File: config.mk
export PLATFORM = sky130hd
export DESIGN_NAME = lsu_top
export DESIGN_NICKNAME = d
export VERILOG_FILES = /design/src/rtl/lsu_pkg.sv /design/src/rtl/lsu_issue.sv /design/src/rtl/lsu_load_format.sv /design/src/rtl/lsu_tag_queue.sv /design/src/rtl/lsu_top.sv
export VERILOG_INCLUDE_DIRS = /design/src /design/src/rtl
export SDC_FILE = /design/constraint.sdc
export NUM_CORES = 1
export LEC_CHECK = 0
export ABC_CLOCK_PERIOD_IN_PS = 6520
export BUFFER_PORTS_ARGS = -buffer_cell sky130_fd_sc_hd__buf_4
export CAP_MARGIN = 20
export CELL_PAD_IN_SITES_DETAIL_PLACEMENT = 0
export CELL_PAD_IN_SITES_GLOBAL_PLACEMENT = 1
export CORE_ASPECT_RATIO = 1.1
export CORE_MARGIN = 2
export CORE_UTILIZATION = 44
export DETAILED_ROUTE_END_ITERATION = 8
export HOLD_SLACK_MARGIN = 0.05
export MAX_ROUTING_LAYER = met4
export PLACE_DENSITY = 0.82
export SLEW_MARGIN = 20
export SYNTH_ARGS = -nofsm -noshare
export SYNTH_HDL_FRONTEND = slang
export SYNTH_SLANG_ARGS = --single-unit
File: constraint.sdc
create_clock -name clk_i -period 6.52 [get_ports clk_i]
set_input_delay 0.652 -clock clk_i [delete_from_list [all_inputs] [get_ports clk_i]]
set_output_delay 0.652 -clock clk_i [all_outputs]
set_load 0.02 [all_outputs]
File: src/rtl/lsu_config.svh
`ifndef LSU_CONFIG_SVH
`define LSU_CONFIG_SVH

// ------------------------------------------------------------
// Datapath
// ------------------------------------------------------------
`define LSU_XLEN            32
`define LSU_STRB_W          (`LSU_XLEN / 8)
`define LSU_TAGQ_DEPTH      2

// Major opcodes of loads and stores
`define LSU_OPC_LOAD        7'b0000011
`define LSU_OPC_STORE       7'b0100011

// funct3 encodings of the access size
`define LSU_F3_B            3'b000
`define LSU_F3_H            3'b001
`define LSU_F3_W            3'b010
`define LSU_F3_BU           3'b100
`define LSU_F3_HU           3'b101

// ------------------------------------------------------------
// Exception causes, bit 4 marks an exception
// ------------------------------------------------------------
`define LSU_EXC_W                   6
`define LSU_EXC_MISALIGNED_LOAD     6'h14
`define LSU_EXC_FAULT_LOAD          6'h15
`define LSU_EXC_MISALIGNED_STORE    6'h16
`define LSU_EXC_FAULT_STORE         6'h17

`endif

File: src/rtl/lsu_pkg.sv
`include "lsu_config.svh"

package lsu_pkg;

    // Operation handed over by the pipeline
    typedef struct packed {
        logic                 valid;
        logic [`LSU_XLEN-1:0] instr;
        logic [`LSU_XLEN-1:0] base;
        logic [`LSU_XLEN-1:0] store_data;
    } lsu_op_t;

    // Request towards data memory, address is word aligned
    typedef struct packed {
        logic [`LSU_XLEN-1:0]   addr;
        logic [`LSU_XLEN-1:0]   wdata;
        logic                   rd;
        logic [`LSU_STRB_W-1:0] wr;
    } mem_req_t;

    // Response from data memory
    typedef struct packed {
        logic                 ack;
        logic                 error;
        logic [`LSU_XLEN-1:0] rdata;
    } mem_resp_t;

    // Descriptor of an access in flight
    typedef struct packed {
        logic [`LSU_XLEN-1:0] addr;
        logic                 is_load;
        logic                 is_byte;
        logic                 is_half;
        logic                 is_signed;
    } lsu_tag_t;

    // Writeback towards the pipeline
    typedef struct packed {
        logic                  valid;
        logic [`LSU_XLEN-1:0]  value;
        logic [`LSU_EXC_W-1:0] exc;
    } lsu_wb_t;

endpackage

File: src/rtl/lsu_issue.sv
`timescale 1ns/1ns
`include "lsu_config.svh"

module lsu_issue
    import lsu_pkg::*;
(
    input  logic      clk_i,
    input  logic      rst_i,
    input  lsu_op_t   op_i,
    input  logic      mem_accept_i,
    input  mem_resp_t mem_resp_i,
    input  logic      fault_wb_i,
    output mem_req_t  mem_req_o,
    output logic      stall_o,
    output logic      tag_push_o,
    output lsu_tag_t  tag_o,
    output logic      misalign_done_o
);

    localparam int XLEN   = `LSU_XLEN;
    localparam int STRB_W = `LSU_STRB_W;

    logic [6:0]        opcode_w;
    logic [2:0]        funct3_w;
    logic              is_load_w;
    logic              is_store_w;
    logic              size_byte_w;
    logic              size_half_w;
    logic              size_word_w;
    logic [XLEN-1:0]   imm_w;
    logic [XLEN-1:0]   addr_w;
    logic              misalign_w;
    logic [XLEN-1:0]   lane_data_w;
    logic [STRB_W-1:0] lane_mask_w;

    lsu_tag_t          tag_q;
    logic [XLEN-1:0]   wdata_q;
    logic              rd_q;
    logic [STRB_W-1:0] wr_q;
    logic              misalign_e1_q;
    logic              misalign_e2_q;
    logic              pending_q;

    logic              delay_w;
    logic              req_valid_w;
    logic              issue_w;
    logic              misalign_push_w;
    logic              load_en_w;

    // ------------------------------------------------------------
    // Decode and address generation
    // ------------------------------------------------------------
    assign opcode_w = op_i.instr[6:0];
    assign funct3_w = op_i.instr[14:12];

    assign is_load_w = op_i.valid && (opcode_w == `LSU_OPC_LOAD) &&
                       ((funct3_w == `LSU_F3_B)  || (funct3_w == `LSU_F3_H) ||
                        (funct3_w == `LSU_F3_W)  || (funct3_w == `LSU_F3_BU) ||
                        (funct3_w == `LSU_F3_HU));

    assign is_store_w = op_i.valid && (opcode_w == `LSU_OPC_STORE) &&
                        ((funct3_w == `LSU_F3_B) || (funct3_w == `LSU_F3_H) ||
                         (funct3_w == `LSU_F3_W));

    // Low funct3 bits give the size for signed and unsigned forms alike
    assign size_byte_w = (funct3_w[1:0] == 2'b00);
    assign size_half_w = (funct3_w[1:0] == 2'b01);
    assign size_word_w = (funct3_w[1:0] == 2'b10);

    // I-type immediate for loads, S-type for stores
    always_comb
    begin
        if (is_store_w)
            imm_w = {{(XLEN-12){op_i.instr[31]}}, op_i.instr[31:25], op_i.instr[11:7]};
        else
            imm_w = {{(XLEN-12){op_i.instr[31]}}, op_i.instr[31:20]};
    end

    assign addr_w = op_i.base + imm_w;

    assign misalign_w = (is_load_w || is_store_w) &&
                        ((size_half_w && addr_w[0]) ||
                         (size_word_w && (addr_w[1:0] != 2'b00)));

    // Store data into byte lanes, unused lanes zero
    always_comb
    begin
        lane_data_w = op_i.store_data;
        lane_mask_w = {STRB_W{1'b1}};
        if (size_byte_w)
        begin
            lane_data_w = {{(XLEN-8){1'b0}}, op_i.store_data[7:0]};
            lane_mask_w = STRB_W'(1);
        end
        else if (size_half_w)
        begin
            lane_data_w = {{(XLEN-16){1'b0}}, op_i.store_data[15:0]};
            lane_mask_w = STRB_W'(3);
        end
        lane_data_w = lane_data_w << {addr_w[1:0], 3'b000};
        lane_mask_w = lane_mask_w << addr_w[1:0];
    end

    // ------------------------------------------------------------
    // Handshake and outstanding access
    // ------------------------------------------------------------
    // Response still owed by memory
    assign delay_w = pending_q && !mem_resp_i.ack;

    always_comb
    begin
        mem_req_o.addr  = {tag_q.addr[XLEN-1:2], 2'b00};
        mem_req_o.wdata = wdata_q;
        mem_req_o.rd    = rd_q && !delay_w;
        mem_req_o.wr    = wr_q & ~{STRB_W{delay_w}};
    end

    assign req_valid_w     = mem_req_o.rd || (|mem_req_o.wr);
    assign issue_w         = req_valid_w && mem_accept_i;
    assign misalign_push_w = misalign_e1_q && !delay_w;

    assign stall_o   = (req_valid_w && !mem_accept_i) || delay_w || misalign_e1_q;
    assign load_en_w = !stall_o;

    always_ff @(posedge clk_i or posedge rst_i)
    begin
        if (rst_i)
            pending_q <= 1'b0;
        else if (issue_w)
            pending_q <= 1'b1;
        else if (mem_resp_i.ack)
            pending_q <= 1'b0;
    end

    // Misaligned op completes one cycle after it leaves E1
    always_ff @(posedge clk_i or posedge rst_i)
    begin
        if (rst_i)
            misalign_e2_q <= 1'b0;
        else
            misalign_e2_q <= misalign_push_w;
    end

    // ------------------------------------------------------------
    // Request register
    // ------------------------------------------------------------
    always_ff @(posedge clk_i or posedge rst_i)
    begin
        if (rst_i)
        begin
            rd_q          <= 1'b0;
            wr_q          <= '0;
            misalign_e1_q <= 1'b0;
        end
        else if (load_en_w)
        begin
            // Op arriving with a fault writeback is squashed
            rd_q          <= is_load_w && !misalign_w && !fault_wb_i;
            wr_q          <= (is_store_w && !misalign_w && !fault_wb_i) ? lane_mask_w : '0;
            misalign_e1_q <= misalign_w && !fault_wb_i;
        end
        else if (misalign_push_w)
        begin
            misalign_e1_q <= 1'b0;
        end
    end

    always_ff @(posedge clk_i)
    begin
        if (load_en_w)
        begin
            tag_q   <= '{addr:      addr_w,
                         is_load:   is_load_w,
                         is_byte:   size_byte_w,
                         is_half:   size_half_w,
                         is_signed: !funct3_w[2]};
            wdata_q <= lane_data_w;
        end
    end

    assign tag_push_o      = issue_w || misalign_push_w;
    assign tag_o           = tag_q;
    assign misalign_done_o = misalign_e2_q;

    // ------------------------------------------------------------
    // Assertions
    // ------------------------------------------------------------
    a_rd_wr_exclusive: assert property (@(posedge clk_i) disable iff (rst_i)
        !(mem_req_o.rd && (|mem_req_o.wr)));

    // After a taken request the next one waits for its ack
    a_single_outstanding: assert property (@(posedge clk_i) disable iff (rst_i)
        issue_w |=> !issue_w until mem_resp_i.ack);

endmodule

File: src/rtl/lsu_load_format.sv
`timescale 1ns/1ns
`include "lsu_config.svh"

module lsu_load_format
    import lsu_pkg::*;
(
    input  mem_resp_t mem_resp_i,
    input  lsu_tag_t  tag_i,
    input  logic      misalign_done_i,
    output lsu_wb_t   wb_o,
    output logic      fault_wb_o
);

    localparam int XLEN = `LSU_XLEN;

    logic            bus_err_w;
    logic [XLEN-1:0] lane_w;
    logic [XLEN-1:0] load_val_w;

    assign bus_err_w  = mem_resp_i.ack && mem_resp_i.error;
    assign fault_wb_o = bus_err_w || misalign_done_i;

    // ------------------------------------------------------------
    // Lane select and extension
    // ------------------------------------------------------------
    // Requested byte or halfword moved down to bit 0
    assign lane_w = mem_resp_i.rdata >> {tag_i.addr[1:0], 3'b000};

    always_comb
    begin
        if (tag_i.is_byte)
            load_val_w = {{(XLEN-8){tag_i.is_signed && lane_w[7]}}, lane_w[7:0]};
        else if (tag_i.is_half)
            load_val_w = {{(XLEN-16){tag_i.is_signed && lane_w[15]}}, lane_w[15:0]};
        else
            load_val_w = lane_w;
    end

    // ------------------------------------------------------------
    // Writeback
    // ------------------------------------------------------------
    always_comb
    begin
        wb_o.valid = mem_resp_i.ack || misalign_done_i;
        wb_o.value = '0;
        wb_o.exc   = '0;

        if (misalign_done_i)
        begin
            // Faulting address goes out as the value
            wb_o.value = tag_i.addr;
            if (tag_i.is_load)
                wb_o.exc = `LSU_EXC_MISALIGNED_LOAD;
            else
                wb_o.exc = `LSU_EXC_MISALIGNED_STORE;
        end
        else if (bus_err_w)
        begin
            wb_o.value = tag_i.addr;
            if (tag_i.is_load)
                wb_o.exc = `LSU_EXC_FAULT_LOAD;
            else
                wb_o.exc = `LSU_EXC_FAULT_STORE;
        end
        else if (mem_resp_i.ack && tag_i.is_load)
        begin
            wb_o.value = load_val_w;
        end
        // Store ack leaves value at zero
    end

endmodule

File: src/rtl/lsu_tag_queue.sv
`timescale 1ns/1ns
`include "lsu_config.svh"

module lsu_tag_queue
    import lsu_pkg::*;
(
    input  logic     clk_i,
    input  logic     rst_i,
    input  logic     push_i,
    input  lsu_tag_t tag_i,
    input  logic     pop_i,
    output lsu_tag_t tag_o
);

    localparam int DEPTH = `LSU_TAGQ_DEPTH;
    localparam int PTR_W = (DEPTH > 1) ? $clog2(DEPTH) : 1;
    localparam int CNT_W = $clog2(DEPTH + 1);

    lsu_tag_t         mem_q [DEPTH];
    logic [PTR_W-1:0] wr_ptr_q;
    logic [PTR_W-1:0] rd_ptr_q;
    logic [CNT_W-1:0] count_q;
    logic             full_w;
    logic             empty_w;

    // Wrap explicitly so any depth works
    function automatic logic [PTR_W-1:0] ptr_next(input logic [PTR_W-1:0] ptr);
        if (ptr == PTR_W'(DEPTH - 1))
            return '0;
        return ptr + 1'b1;
    endfunction

    assign full_w  = (count_q == CNT_W'(DEPTH));
    assign empty_w = (count_q == '0);

    // Entry storage
    always_ff @(posedge clk_i)
    begin
        if (push_i)
            mem_q[wr_ptr_q] <= tag_i;
    end

    always_ff @(posedge clk_i or posedge rst_i)
    begin
        if (rst_i)
        begin
            wr_ptr_q <= '0;
            rd_ptr_q <= '0;
            count_q  <= '0;
        end
        else
        begin
            if (push_i)
                wr_ptr_q <= ptr_next(wr_ptr_q);
            if (pop_i)
                rd_ptr_q <= ptr_next(rd_ptr_q);
            case ({push_i, pop_i})
                2'b10:   count_q <= count_q + 1'b1;
                2'b01:   count_q <= count_q - 1'b1;
                default: count_q <= count_q;
            endcase
        end
    end

    // Head is read combinationally by the formatter
    assign tag_o = mem_q[rd_ptr_q];

    a_no_push_full: assert property (@(posedge clk_i) disable iff (rst_i)
        !(push_i && full_w));

    a_no_pop_empty: assert property (@(posedge clk_i) disable iff (rst_i)
        !(pop_i && empty_w));

endmodule

File: src/rtl/lsu_top.sv
`timescale 1ns/1ns

module lsu_top
    import lsu_pkg::*;
(
    input  logic      clk_i,
    input  logic      rst_i,
    input  lsu_op_t   op_i,
    output logic      stall_o,
    output mem_req_t  mem_req_o,
    input  logic      mem_accept_i,
    input  mem_resp_t mem_resp_i,
    output lsu_wb_t   wb_o
);

    logic     tag_push_w;
    logic     tag_pop_w;
    lsu_tag_t tag_in_w;
    lsu_tag_t tag_head_w;
    logic     misalign_done_w;
    logic     fault_wb_w;

    // Entry retires on a memory ack or a misaligned completion
    assign tag_pop_w = mem_resp_i.ack || misalign_done_w;

    // ------------------------------------------------------------
    // Issue, in-flight tracking and response formatting
    // ------------------------------------------------------------
    lsu_issue lsu_issue_inst (
        .clk_i           (clk_i),
        .rst_i           (rst_i),
        .op_i            (op_i),
        .mem_accept_i    (mem_accept_i),
        .mem_resp_i      (mem_resp_i),
        .fault_wb_i      (fault_wb_w),
        .mem_req_o       (mem_req_o),
        .stall_o         (stall_o),
        .tag_push_o      (tag_push_w),
        .tag_o           (tag_in_w),
        .misalign_done_o (misalign_done_w)
    );

    lsu_tag_queue lsu_tag_queue_inst (
        .clk_i  (clk_i),
        .rst_i  (rst_i),
        .push_i (tag_push_w),
        .tag_i  (tag_in_w),
        .pop_i  (tag_pop_w),
        .tag_o  (tag_head_w)
    );

    lsu_load_format lsu_load_format_inst (
        .mem_resp_i      (mem_resp_i),
        .tag_i           (tag_head_w),
        .misalign_done_i (misalign_done_w),
        .wb_o            (wb_o),
        .fault_wb_o      (fault_wb_w)
    );

endmodule

# Word-level counts from Yosys, hierarchy flattened
# Memory sizes are Yosys's and may differ from the RTL's.
# Index checks and enable logic that the tools add are counted.
classes:
  n_eq_ne: 9
  bitwise_logic: 2
  n_addsub: 3
  n_reduce_logical: 44
  shifts: 3
  muxes: 28
ops:
  columns: ["cell", "n"]
  rows:
  - ["$mux W32", 6]
  - ["$mux W38", 1]
  - ["$add A32 B32 Y32", 1]
  - ["$shl A32 B5 Y32", 1]
  - ["$shr A32 B5 Y32", 1]
  - ["$logic_and A1 B1 Y1", 21]
  - ["$mux W1", 14]
  - ["$logic_or A1 B1 Y1", 12]
  - ["$mux W4", 3]
  - ["$mux W5", 2]
  - ["$eq A7 B2 Y1 const B", 1]
  - ["$eq A7 B6 Y1 const B", 1]
  - ["$eq A3 B3 Y1 const B", 2]
  - ["$logic_not A1 Y1", 6]
  - ["$and A4 B4 Y4", 1]
  - ["$mux W2", 2]
  - ["$not A4 Y4", 1]
  - ["$reduce_bool A2 Y1", 2]
  - ["$reduce_or A4 Y1", 1]
  - ["$shl A4 B2 Y4", 1]
  - ["$eq A3 B1 Y1 const B", 1]
  - ["$eq A3 B2 Y1 const B", 1]
  - ["$logic_not A3 Y1", 1]
  - ["$add A1 B1 Y1 const B", 2]
  - ["4 further kinds", 4]
totals:
  input_bits: 134
  ram_bits: 72
  memories: 1
  register_bits: 78
  elab_cells: 103
  output_inout_bits: 109
memory_table:
  columns: ["name", "depth", "word_bits", "rd", "rd_ports_with_merged_regs", "wr", "line", "rtl"]
  rows:
  - ["lsu_tag_queue_inst.mem_q", 2, 36, 1, 0, 1, "lsu_tag_queue.sv:19", "lsu_tag_t mem_q [DEPTH];"]

# Depth between registers and ports, before layout
# Gate-level depths: netlist of run 1.
logic_depth:
  depth_word: 14
  ltp_mapped: 15
  depth_no_buf: 15

# Hierarchy
# Synthesis of run 1 repeated with hierarchy kept, for this count alone.
unflattened:
  cells_unflattened: 770
  hier_area_um2: 8896.0
modules_own_cells:
  columns: ["mod", "area_per_inst_um2", "seq_area_each_um2", "n_inst", "cells_per_inst"]
  rows:
  - ["lsu_issue", 4976.0, 2242.2, 1, 483]
  - ["lsu_tag_queue", 2831.5, 2212.1, 1, 119]
  - ["lsu_load_format", 1082.3, 0.0, 1, 167]
  - ["lsu_top", 6.3, 0.0, 1, 1]

# Least setup slack after synthesis of run 1
# No wires, ideal clock.
synth_path:
  path_type: "in2reg"
  start: "input op_i[70] in the netlist's numbering"
  end: "register lsu_issue_inst.tag_q (netlist bit lsu_issue_inst.mem_req_o[59]), data pin"
  t_arrival_ps: 3671
  stages: 15
  setup_slack_ps: 2583
  setup_time_ps: 267
  required_time_ps: 6253
  n_path_buf: 0
  cell_sequence: "or4b_1 a21oi_1 nand4b_1 nand3b_4 mux2_2 ha_1 inv_1 fa_1 nand2b_1 a21oi_1 a211oi_2 o21a_1 o311ai_2 a21boi_1 xnor2_1"
synth_via:
  elab_chain_cells: 5
synth_lines:
  columns: ["element", "line", "rtl"]
  rows:
  - ["from (decl)", "lsu_top.sv:8", "input lsu_op_t op_i,"]
  - ["$eq A7 B6 Y1 (no source line)", null, null]
  - ["$logic_and A1 B1 Y1 (2 in a row)", "lsu_issue.sv:61", "assign is_store_w = op_i.valid && (opcode_w == `LSU_OPC_STORE) &&"]
  - ["$mux W5", "lsu_issue.sv:73", "if (is_store_w)"]
  - ["$add A32 B32 Y32", "lsu_issue.sv:79", "assign addr_w = op_i.base + imm_w;"]
  - ["via lsu_issue_inst.addr_w[22]", "lsu_issue.sv:31", "logic [XLEN-1:0] addr_w;"]
  - ["to (signal assigned)", "lsu_issue.sv:172", "tag_q <= '{addr: addr_w,"]
  - ["to (decl)", "lsu_issue.sv:36", "lsu_tag_t tag_q;"]
# The timed path passes the listed nets, and every way through them passes these cells.
# A chain may end at the register's enable or synchronous reset.

# Worst setup path in the final report of run 1
layout_path:
  start: "input op_i[70] in the netlist's numbering"
  end: "register lsu_issue_inst.wdata_q[3], data pin"
layout_via:
  elab_chain_cells: 6
layout_lines:
  columns: ["element", "line", "rtl"]
  rows:
  - ["$eq A7 B6 Y1 (no source line)", null, null]
  - ["$logic_and A1 B1 Y1 (2 in a row)", "lsu_issue.sv:61", null]
  - ["$mux W5", "lsu_issue.sv:73", null]
  - ["$add A32 B32 Y32", "lsu_issue.sv:79", null]
  - ["$shl A32 B5 Y32", "lsu_issue.sv:100", "lane_data_w = lane_data_w << {addr_w[1:0], 3'b000};"]
  - ["to (signal assigned)", "lsu_issue.sv:177", "wdata_q <= lane_data_w;"]
  - ["to (decl)", "lsu_issue.sv:37", "logic [XLEN-1:0] wdata_q;"]
# Every way passes these cells.

==> results of run 1 <==
power breakdown:
part	total, mW	internal, mW	switching (mW)
clock	0.948	0.565	0.382
combinational	1.05	0.438	0.608
sequential	1.23	1.17	0.0595
worst max-delay path, cell delays in order:
cell,delay (ns)
buf_4,0.11
or4b_1,0.50
a21oi_1,0.13
nand4b_1,0.23
nand3b_4,0.28
mux2_2,0.24
ha_1,0.19
inv_1,0.07
fa_1,0.90
inv_1,0.54
nor2_1,0.59
and2_1,0.21
through the flow:
stage	worst slack [ns]	std cells	instance area, sq um
floorplan	2.58	776	8720
global placement	1.77	1189	10400
detailed placement	1.78	1189	10400
CTS	2.20	1221	11000
global route	1.85	1223	11000
finish	2.14	1223	11000
cell families (layout without fill, tap and decap cells):
group                    Yosys count  count (layout)  share of synthesized area, %
AO/OA/AOI/OAI                    194             194                          14.8
XOR/XNOR                          34              34                          3.42
adder cells (fa/ha/maj)           32              32                          4.68
buffers and inverters             88             288                          5.77
flip-flops                       150             150                          51.1
multiplexers                      67              67                          8.21
other                              1               4                        0.0430
AND/OR/NAND/NOR                  207             207                          11.9
layout make-up:
type | instances | area [sq um]
fill | 1638 | 8270
sequential | 150 | 4460
multi-input combinational | 538 | 3790
timing repair buffer | 240 | 1830
clock buffer | 18 | 429
tap | 247 | 309
clock inverter | 14 | 155
inverter | 16 | 60.1
layer usage:
metal	part of all wire [%]	wire, um
met1	45	10200
met2	48	10800
met3	5.0	1140
met4	2.6	588
met5	0	0
flip-flops by register name (all words and copies together), names as in the netlist:
register,cells
lsu_issue_inst.mem_req_o,30
lsu_issue_inst.misalign_done_o,1
lsu_issue_inst.misalign_e1_q,1
lsu_issue_inst.pending_q,1
lsu_issue_inst.rd_q,1
lsu_issue_inst.tag_o,6
lsu_issue_inst.wdata_q,32
lsu_issue_inst.wr_q,4
lsu_tag_queue_inst.mem_q,72
lsu_tag_queue_inst.rd_ptr_q,1
lsu_tag_queue_inst.wr_ptr_q,1
cells in the mapped netlist, types with 6 or more instances:
| master | instances |
|---|---|
| nor2_1 | 56 |
| nand3_1 | 8 |
| and2_1 | 19 |
| o21bai_1 | 6 |
| o21ai_0 | 27 |
| a21oi_1 | 50 |
| buf_2 | 6 |
| buf_4 | 38 |
| nand2_1 | 70 |
| nand4_1 | 14 |
| edfxtp_1 | 140 |
| ha_1 | 31 |
| a221oi_1 | 7 |
| a21o_1 | 10 |
| mux2i_1 | 52 |
| clkbuf_1 | 22 |
| a32o_1 | 6 |
| xnor2_1 | 21 |
| xor2_1 | 13 |
| o21a_1 | 7 |
| a22oi_1 | 8 |
| o22ai_1 | 41 |
| mux2_2 | 12 |
| inv_1 | 14 |
| dfrtp_1 | 10 |
path summary, 6_finish.rpt:
kind	startpoint	to	slack (ns)	depth (start not counted)
worst max-delay path	op_i[70]	lsu_issue_inst.wdata_q[3]	2.14	12
worst min-delay path	rst_i	lsu_issue_inst.wr_q[3]	0.22	2
worst max register to register	lsu_issue_inst.wr_q[1]	lsu_tag_queue_inst.mem_q[0][22]	3.99	6
worst min register to register	lsu_issue_inst.tag_o[3]	lsu_tag_queue_inst.mem_q[1][3]	0.46	0
max in group asynchronous	rst_i	lsu_tag_queue_inst.rd_ptr_q	5.98	2
min in group clk_i	lsu_issue_inst.tag_o[3]	lsu_tag_queue_inst.mem_q[1][3]	0.46	0
==> results.py, run 1 <==
metrics = {
    "outcome": {
        "outcome": "complete, no violations",
    },
    "global_routing": {
        "globalRoute.busiestLayer": "met2",
        "grtUsageMet3_pct": 3.74,
        "grt_pass1_vias": 6301,
        "grt-ovfl-total": 0,
        "grtUsageTotal_pct": 22.3,
        "grt_pass1_wl_um": 35400,
        "grt_max_degree": 69,
        "grt_use_met1_pct": 30.2,
        "antenna_found_initial": 0,
        "grt_util_met2_pct": 34.2,
    },
    "floorplanning": {
        "rows": 53,
        "io_pins": 243,
        "die_h_um": 152,
        "core_area_sq_um": 19300,
        "initial_core_util_pct": 45.2,
        "floorplan.die_area_sq_um": 20900,
        "die_w_um": 138,
    },
    "timing": {
        "skew_ns": 0.0135,
        "final_max_slew_viol_count": 0,
        "grt_setup_unrepaired": "false",
        "period_needed_ns": 4.38,
        "max_slew.worst_pin.slew_ns": 0.901,
        "finalHoldViolCount": 0,
        "fin_setup_tns_ns": 0,
        "finalCritPeriodShare_pct": 67.2,
        "holdWs_ns": 0.225,
        "slew_headroom_pct": 39.9,
        "finalSetupViolations": 0,
        "max_clock_freq_mhz": 228,
    },
    "final_layout": {
        "fin_nets": 1129,
        "drive_gt1_share_pct": 32.5,
        "n_antenna_cell": 0,
        "final_util_pct": 57.2,
        "area_growth_pct": 26.6,
        "final_cell_mix": "buf_4 (238), edfxtp_1 (140), nand2_1 (70)",
        "layout_commonest_cell": "buf_4",
    },
    "hold_path": {
        "holdCritPathClass": "in -> async",
    },
    "clock_tree": {
        "root_buffer": "clkbuf_16",
        "cts_resized": 0,
        "clk_pin_slew_ns": 0.06,
        "hold_buffers": 0,
        "cts_buffer_depth": 2,
        "cts.sinks": 150,
        "post-cts-setup-buffer-count": 0,
        "cts_tree": "built",
        "htreeDepth": 4,
        "clk_latency_ns": 0.42,
        "cts_buffers": 17,
    },
    "worst_setup_path": {
        "cp-start-kind": "input port",
        "worstSetupEndpointType": "register",
        "critical_path_arrival_ns": 4.67,
        "worst-setup-path-type": "in -> reg",
        "worstPathMaxFanout": 20,
        "required_ns": 6.80,
    },
    "job": {
        "cap_violations": 0,
    },
    "place": {
        "dp_hpwl_um": 17100,
        "gp_congestion": 0.910,
        "port_buffers": 233,
    },
    "routing": {
        "wl_um": 22800,
        "drc_errors": 0,
        "ant_nets": 0,
        "num_vias": 6649,
        "vias_per_cell": 5.44,
        "wl_per_cell_um": 18.6,
        "first_pass_iters": 5,
        "drt_iter0_drc": 463,
    },
    "synth": {
        "synth_area_leaders": "edfxtp_1 (48%), mux2i_1 (6.0%), ha_1 (4.5%)",
        "seq_area_frac_synth_pct": 51.1,
        "synth_flop_cell": "edfxtp_1",
        "syn_area_sq_um": 8710,
        "synth_edf_count": 140,
        "synth_top_area_cell": "edfxtp_1",
        "async_flop_share_pct": 6.67,
        "synth_warnings": 0,
        "ys_ff_latch": 150,
        "synth_cell_types": 75,
        "syn_inst": 773,
        "syn_avg_cell_area_sq_um": 11.3,
        "synth_top_area_share_pct": 48.2,
    },
    "pwr": {
        "power_density_nw_per_um2": 293,
        "finalPower_mw": 3.23,
        "static-leakage-power_nw": 4.66,
        "power.ir.vdd_worst_v": 0.000280,
    },
}
No activity file was read; power rests on OpenSTA's default activity.
==> inputs of run 2 (changes only) <==
--- a/config.mk
+++ b/config.mk
@@ -6,18 +6,18 @@
 export SDC_FILE = /design/constraint.sdc
 export NUM_CORES = 1
 export LEC_CHECK = 0
-export ABC_CLOCK_PERIOD_IN_PS = 6520
+export ABC_CLOCK_PERIOD_IN_PS = 4000
 export BUFFER_PORTS_ARGS = -buffer_cell sky130_fd_sc_hd__buf_4
 export CAP_MARGIN = 20
 export CELL_PAD_IN_SITES_DETAIL_PLACEMENT = 0
 export CELL_PAD_IN_SITES_GLOBAL_PLACEMENT = 1
 export CORE_ASPECT_RATIO = 1.1
 export CORE_MARGIN = 2
-export CORE_UTILIZATION = 44
+export CORE_UTILIZATION = 37
 export DETAILED_ROUTE_END_ITERATION = 8
 export HOLD_SLACK_MARGIN = 0.05
 export MAX_ROUTING_LAYER = met4
-export PLACE_DENSITY = 0.82
+export PLACE_DENSITY = 0.73
 export SLEW_MARGIN = 20
 export SYNTH_ARGS = -nofsm -noshare
 export SYNTH_HDL_FRONTEND = slang
==> constraint.sdc (replaced) <==
create_clock -name clk_i -period 4 [get_ports clk_i]
set_input_delay 0.4 -clock clk_i [delete_from_list [all_inputs] [get_ports clk_i]]
set_output_delay 0.4 -clock clk_i [all_outputs]
set_load 0.02 [all_outputs]
==> results.py, run 2 (synthesized netlist as in run 1, its figures left out) <==
metrics = {
    "outcome": {
        "outcome": "complete, no violations",
    },
    "global_routing": {
        "grt_pass1_vias": 6569,
        "antenna_found_initial": 0,
        "grtUsageTotal_pct": 19.7,
        "grt-ovfl-total": 0,
        "grt_pass1_wl_um": 36200,
        "grt_max_degree": 37,
    },
    "routing": {
        "ant_nets": 0,
        "drt_iter0_drc": 440,
        "wl_um": 24000,
        "first_pass_iters": 5,
        "num_vias": 6763,
        "drc_errors": 0,
        "vias_per_cell": 5.23,
        "wl_per_cell_um": 18.6,
    },
    "clock_tree": {
        "root_buffer": "clkbuf_16",
        "cts_buffer_depth": 2,
        "clk_latency_ns": 0.42,
        "post-cts-setup-buffer-count": 0,
        "clk_pin_slew_ns": 0.06,
        "htreeDepth": 4,
        "cts_resized": 0,
        "cts_buffers": 17,
        "cts_tree": "built",
        "cts.sinks": 150,
    },
    "pwr": {
        "power.ir.vdd_worst_v": 0.000225,
        "power_density_nw_per_um2": 473,
        "finalPower_mw": 5.31,
        "static-leakage-power_nw": 4.75,
    },
    "final_layout": {
        "largest_reg_flops": 72,
        "top_register": "lsu_tag_queue_inst.mem_q",
        "final_cell_mix": "buf_4 (254), edfxtp_1 (140), nand2_1 (70)",
        "layout.cells.non_filler": 1293,
        "fin_nets": 1146,
        "layout_commonest_cell": "buf_4",
        "fillers": 2097,
        "drive_gt1_share_pct": 33.5,
        "final_util_pct": 48.8,
        "n_antenna_cell": 0,
        "area_growth_pct": 28.9,
    },
    "place": {
        "place_inst": 1258,
        "dp_hpwl_um": 18500,
        "port_buffers": 233,
        "gp_congestion": 0.896,
    },
    "timing": {
        "finalSetupViolations": 0,
        "finalHoldViolCount": 0,
        "grt_setup_unrepaired": "false",
        "period_needed_ns": 3.64,
        "max_slew.worst_pin.slew_ns": 0.822,
        "max_clock_freq_mhz": 274,
        "skew_ns": 0.0127,
        "finalCritPeriodShare_pct": 91.1,
        "final_max_slew_viol_count": 0,
        "slew_headroom_pct": 44.6,
    },
    "floorplanning": {
        "initial_core_util_pct": 37.9,
        "io_pins": 243,
        "die_w_um": 150,
        "die_h_um": 165,
        "core_area_sq_um": 23000,
        "floorplan.die_area_sq_um": 24800,
        "rows": 58,
    },
    "hold_path": {
        "whs_path_depth": 2,
        "hold_end": "lsu_issue_inst.wdata_q[1]",
        "hp-start": "op_i[1]",
        "holdCritPathClass": "in -> reg",
    },
    "worst_setup_path": {
        "worst-r2r-cell-count": 6,
        "r2r_end": "lsu_tag_queue_inst.mem_q[1][22]",
        "worst-setup-path-type": "in -> reg",
        "required_ns": 4.18,
        "worstReg2RegStart": "lsu_issue_inst.wr_q[1]",
        "critical_path_arrival_ns": 3.82,
        "reg2reg_setup_slack_ns": 1.44,
        "worstSetupEndpointType": "register",
        "cp-start-kind": "input port",
        "worstPathMaxFanout": 4,
    },
    "job": {
        "cap_violations": 0,
    },
}
[run 2: changes by cell type in the layout (fill, tap and decap cells not counted), sizes merged]
| cell | before | now |
|---|---|---|
| buf | 240 | 256 |
| clkbuf | 18 | 17 |
| clkinv | 7 | 6 |
| dlygate4sd3 | 0 | 1 |
| inv | 16 | 18 |
[run 2: timing repair]
| action | CTS | global route |
|---|---|---|
| endpoints found under the setup margin | 0 | 0 |
| endpoints found under the hold margin | 10 | 0 |
| hold buffers | 1 | 0 |
[run 2: worst max-delay path, stage by stage]
cell	delay [ns]
buf_4	0.10
or4b_1	0.50
a21oi_1	0.13
nand4b_1	0.20
nand3b_4	0.24
mux2_2	0.23
ha_1	0.18
inv_1	0.06
fa_1	0.39
nand2b_1	0.18
a21oi_1	0.20
a211oi_2	0.08
o21a_1	0.23
o311ai_2	0.28
buf_4	0.18
a21oi_1	0.08
xnor2_1	0.14
[run 2: worst max-delay path by stage]
stage	start	endpoint	slack [ns]
after floorplan	op_i[70]	lsu_issue_inst.mem_req_o[59]	0.31
final	op_i[70]	lsu_issue_inst.mem_req_o[67]	0.36
after global placement	op_i[70]	lsu_issue_inst.mem_req_o[65]	0.02
after CTS	lsu_tag_queue_inst.rd_ptr_q	wb_o[26]	0.35
after global routing	op_i[70]	lsu_issue_inst.mem_req_o[65]	0.13
after detailed placement	op_i[70]	lsu_issue_inst.mem_req_o[65]	-0.06
[run 2: layer usage]
metal	track usage, %	vias up	wire (um)
li1	-	3284	-
met1	26.6	3228	10700
met2	30.7	219	11600
met3	2.85	32	1200
met4	6.69	0	507
met5	-	-	0
[run 2: metrics by stage]
step	area (sq um)	setup TNS, ns	setup WS, ns	hold WS [ns]
5_1_grt	11200	0	0.126	0.273
3_5_place_dp	10600	-0.178	-0.0637	0.408
4_1_cts	11200	0	0.347	0.259
6_report	11200	0	0.356	0.280
3_3_place_gp	10600	0	0.0225	0.403
2_1_floorplan	8720	0	0.315	0.240
[run 2: layout make-up]
cell class	instances	area [sq um]	area share (%)
tap	300	375	3.34
timing repair buffer	257	1970	17.6
multi-input combinational	538	3790	33.7
clock buffer	17	425	3.79
inverter	16	60.1	0.535
clock inverter	15	155	1.38
sequential	150	4460	39.7
[run 2: power breakdown]
group          internal, mW  switching, mW
clock network         0.920          0.641
logic                 0.732          0.978
registers              1.91          0.125
total                  3.57           1.74
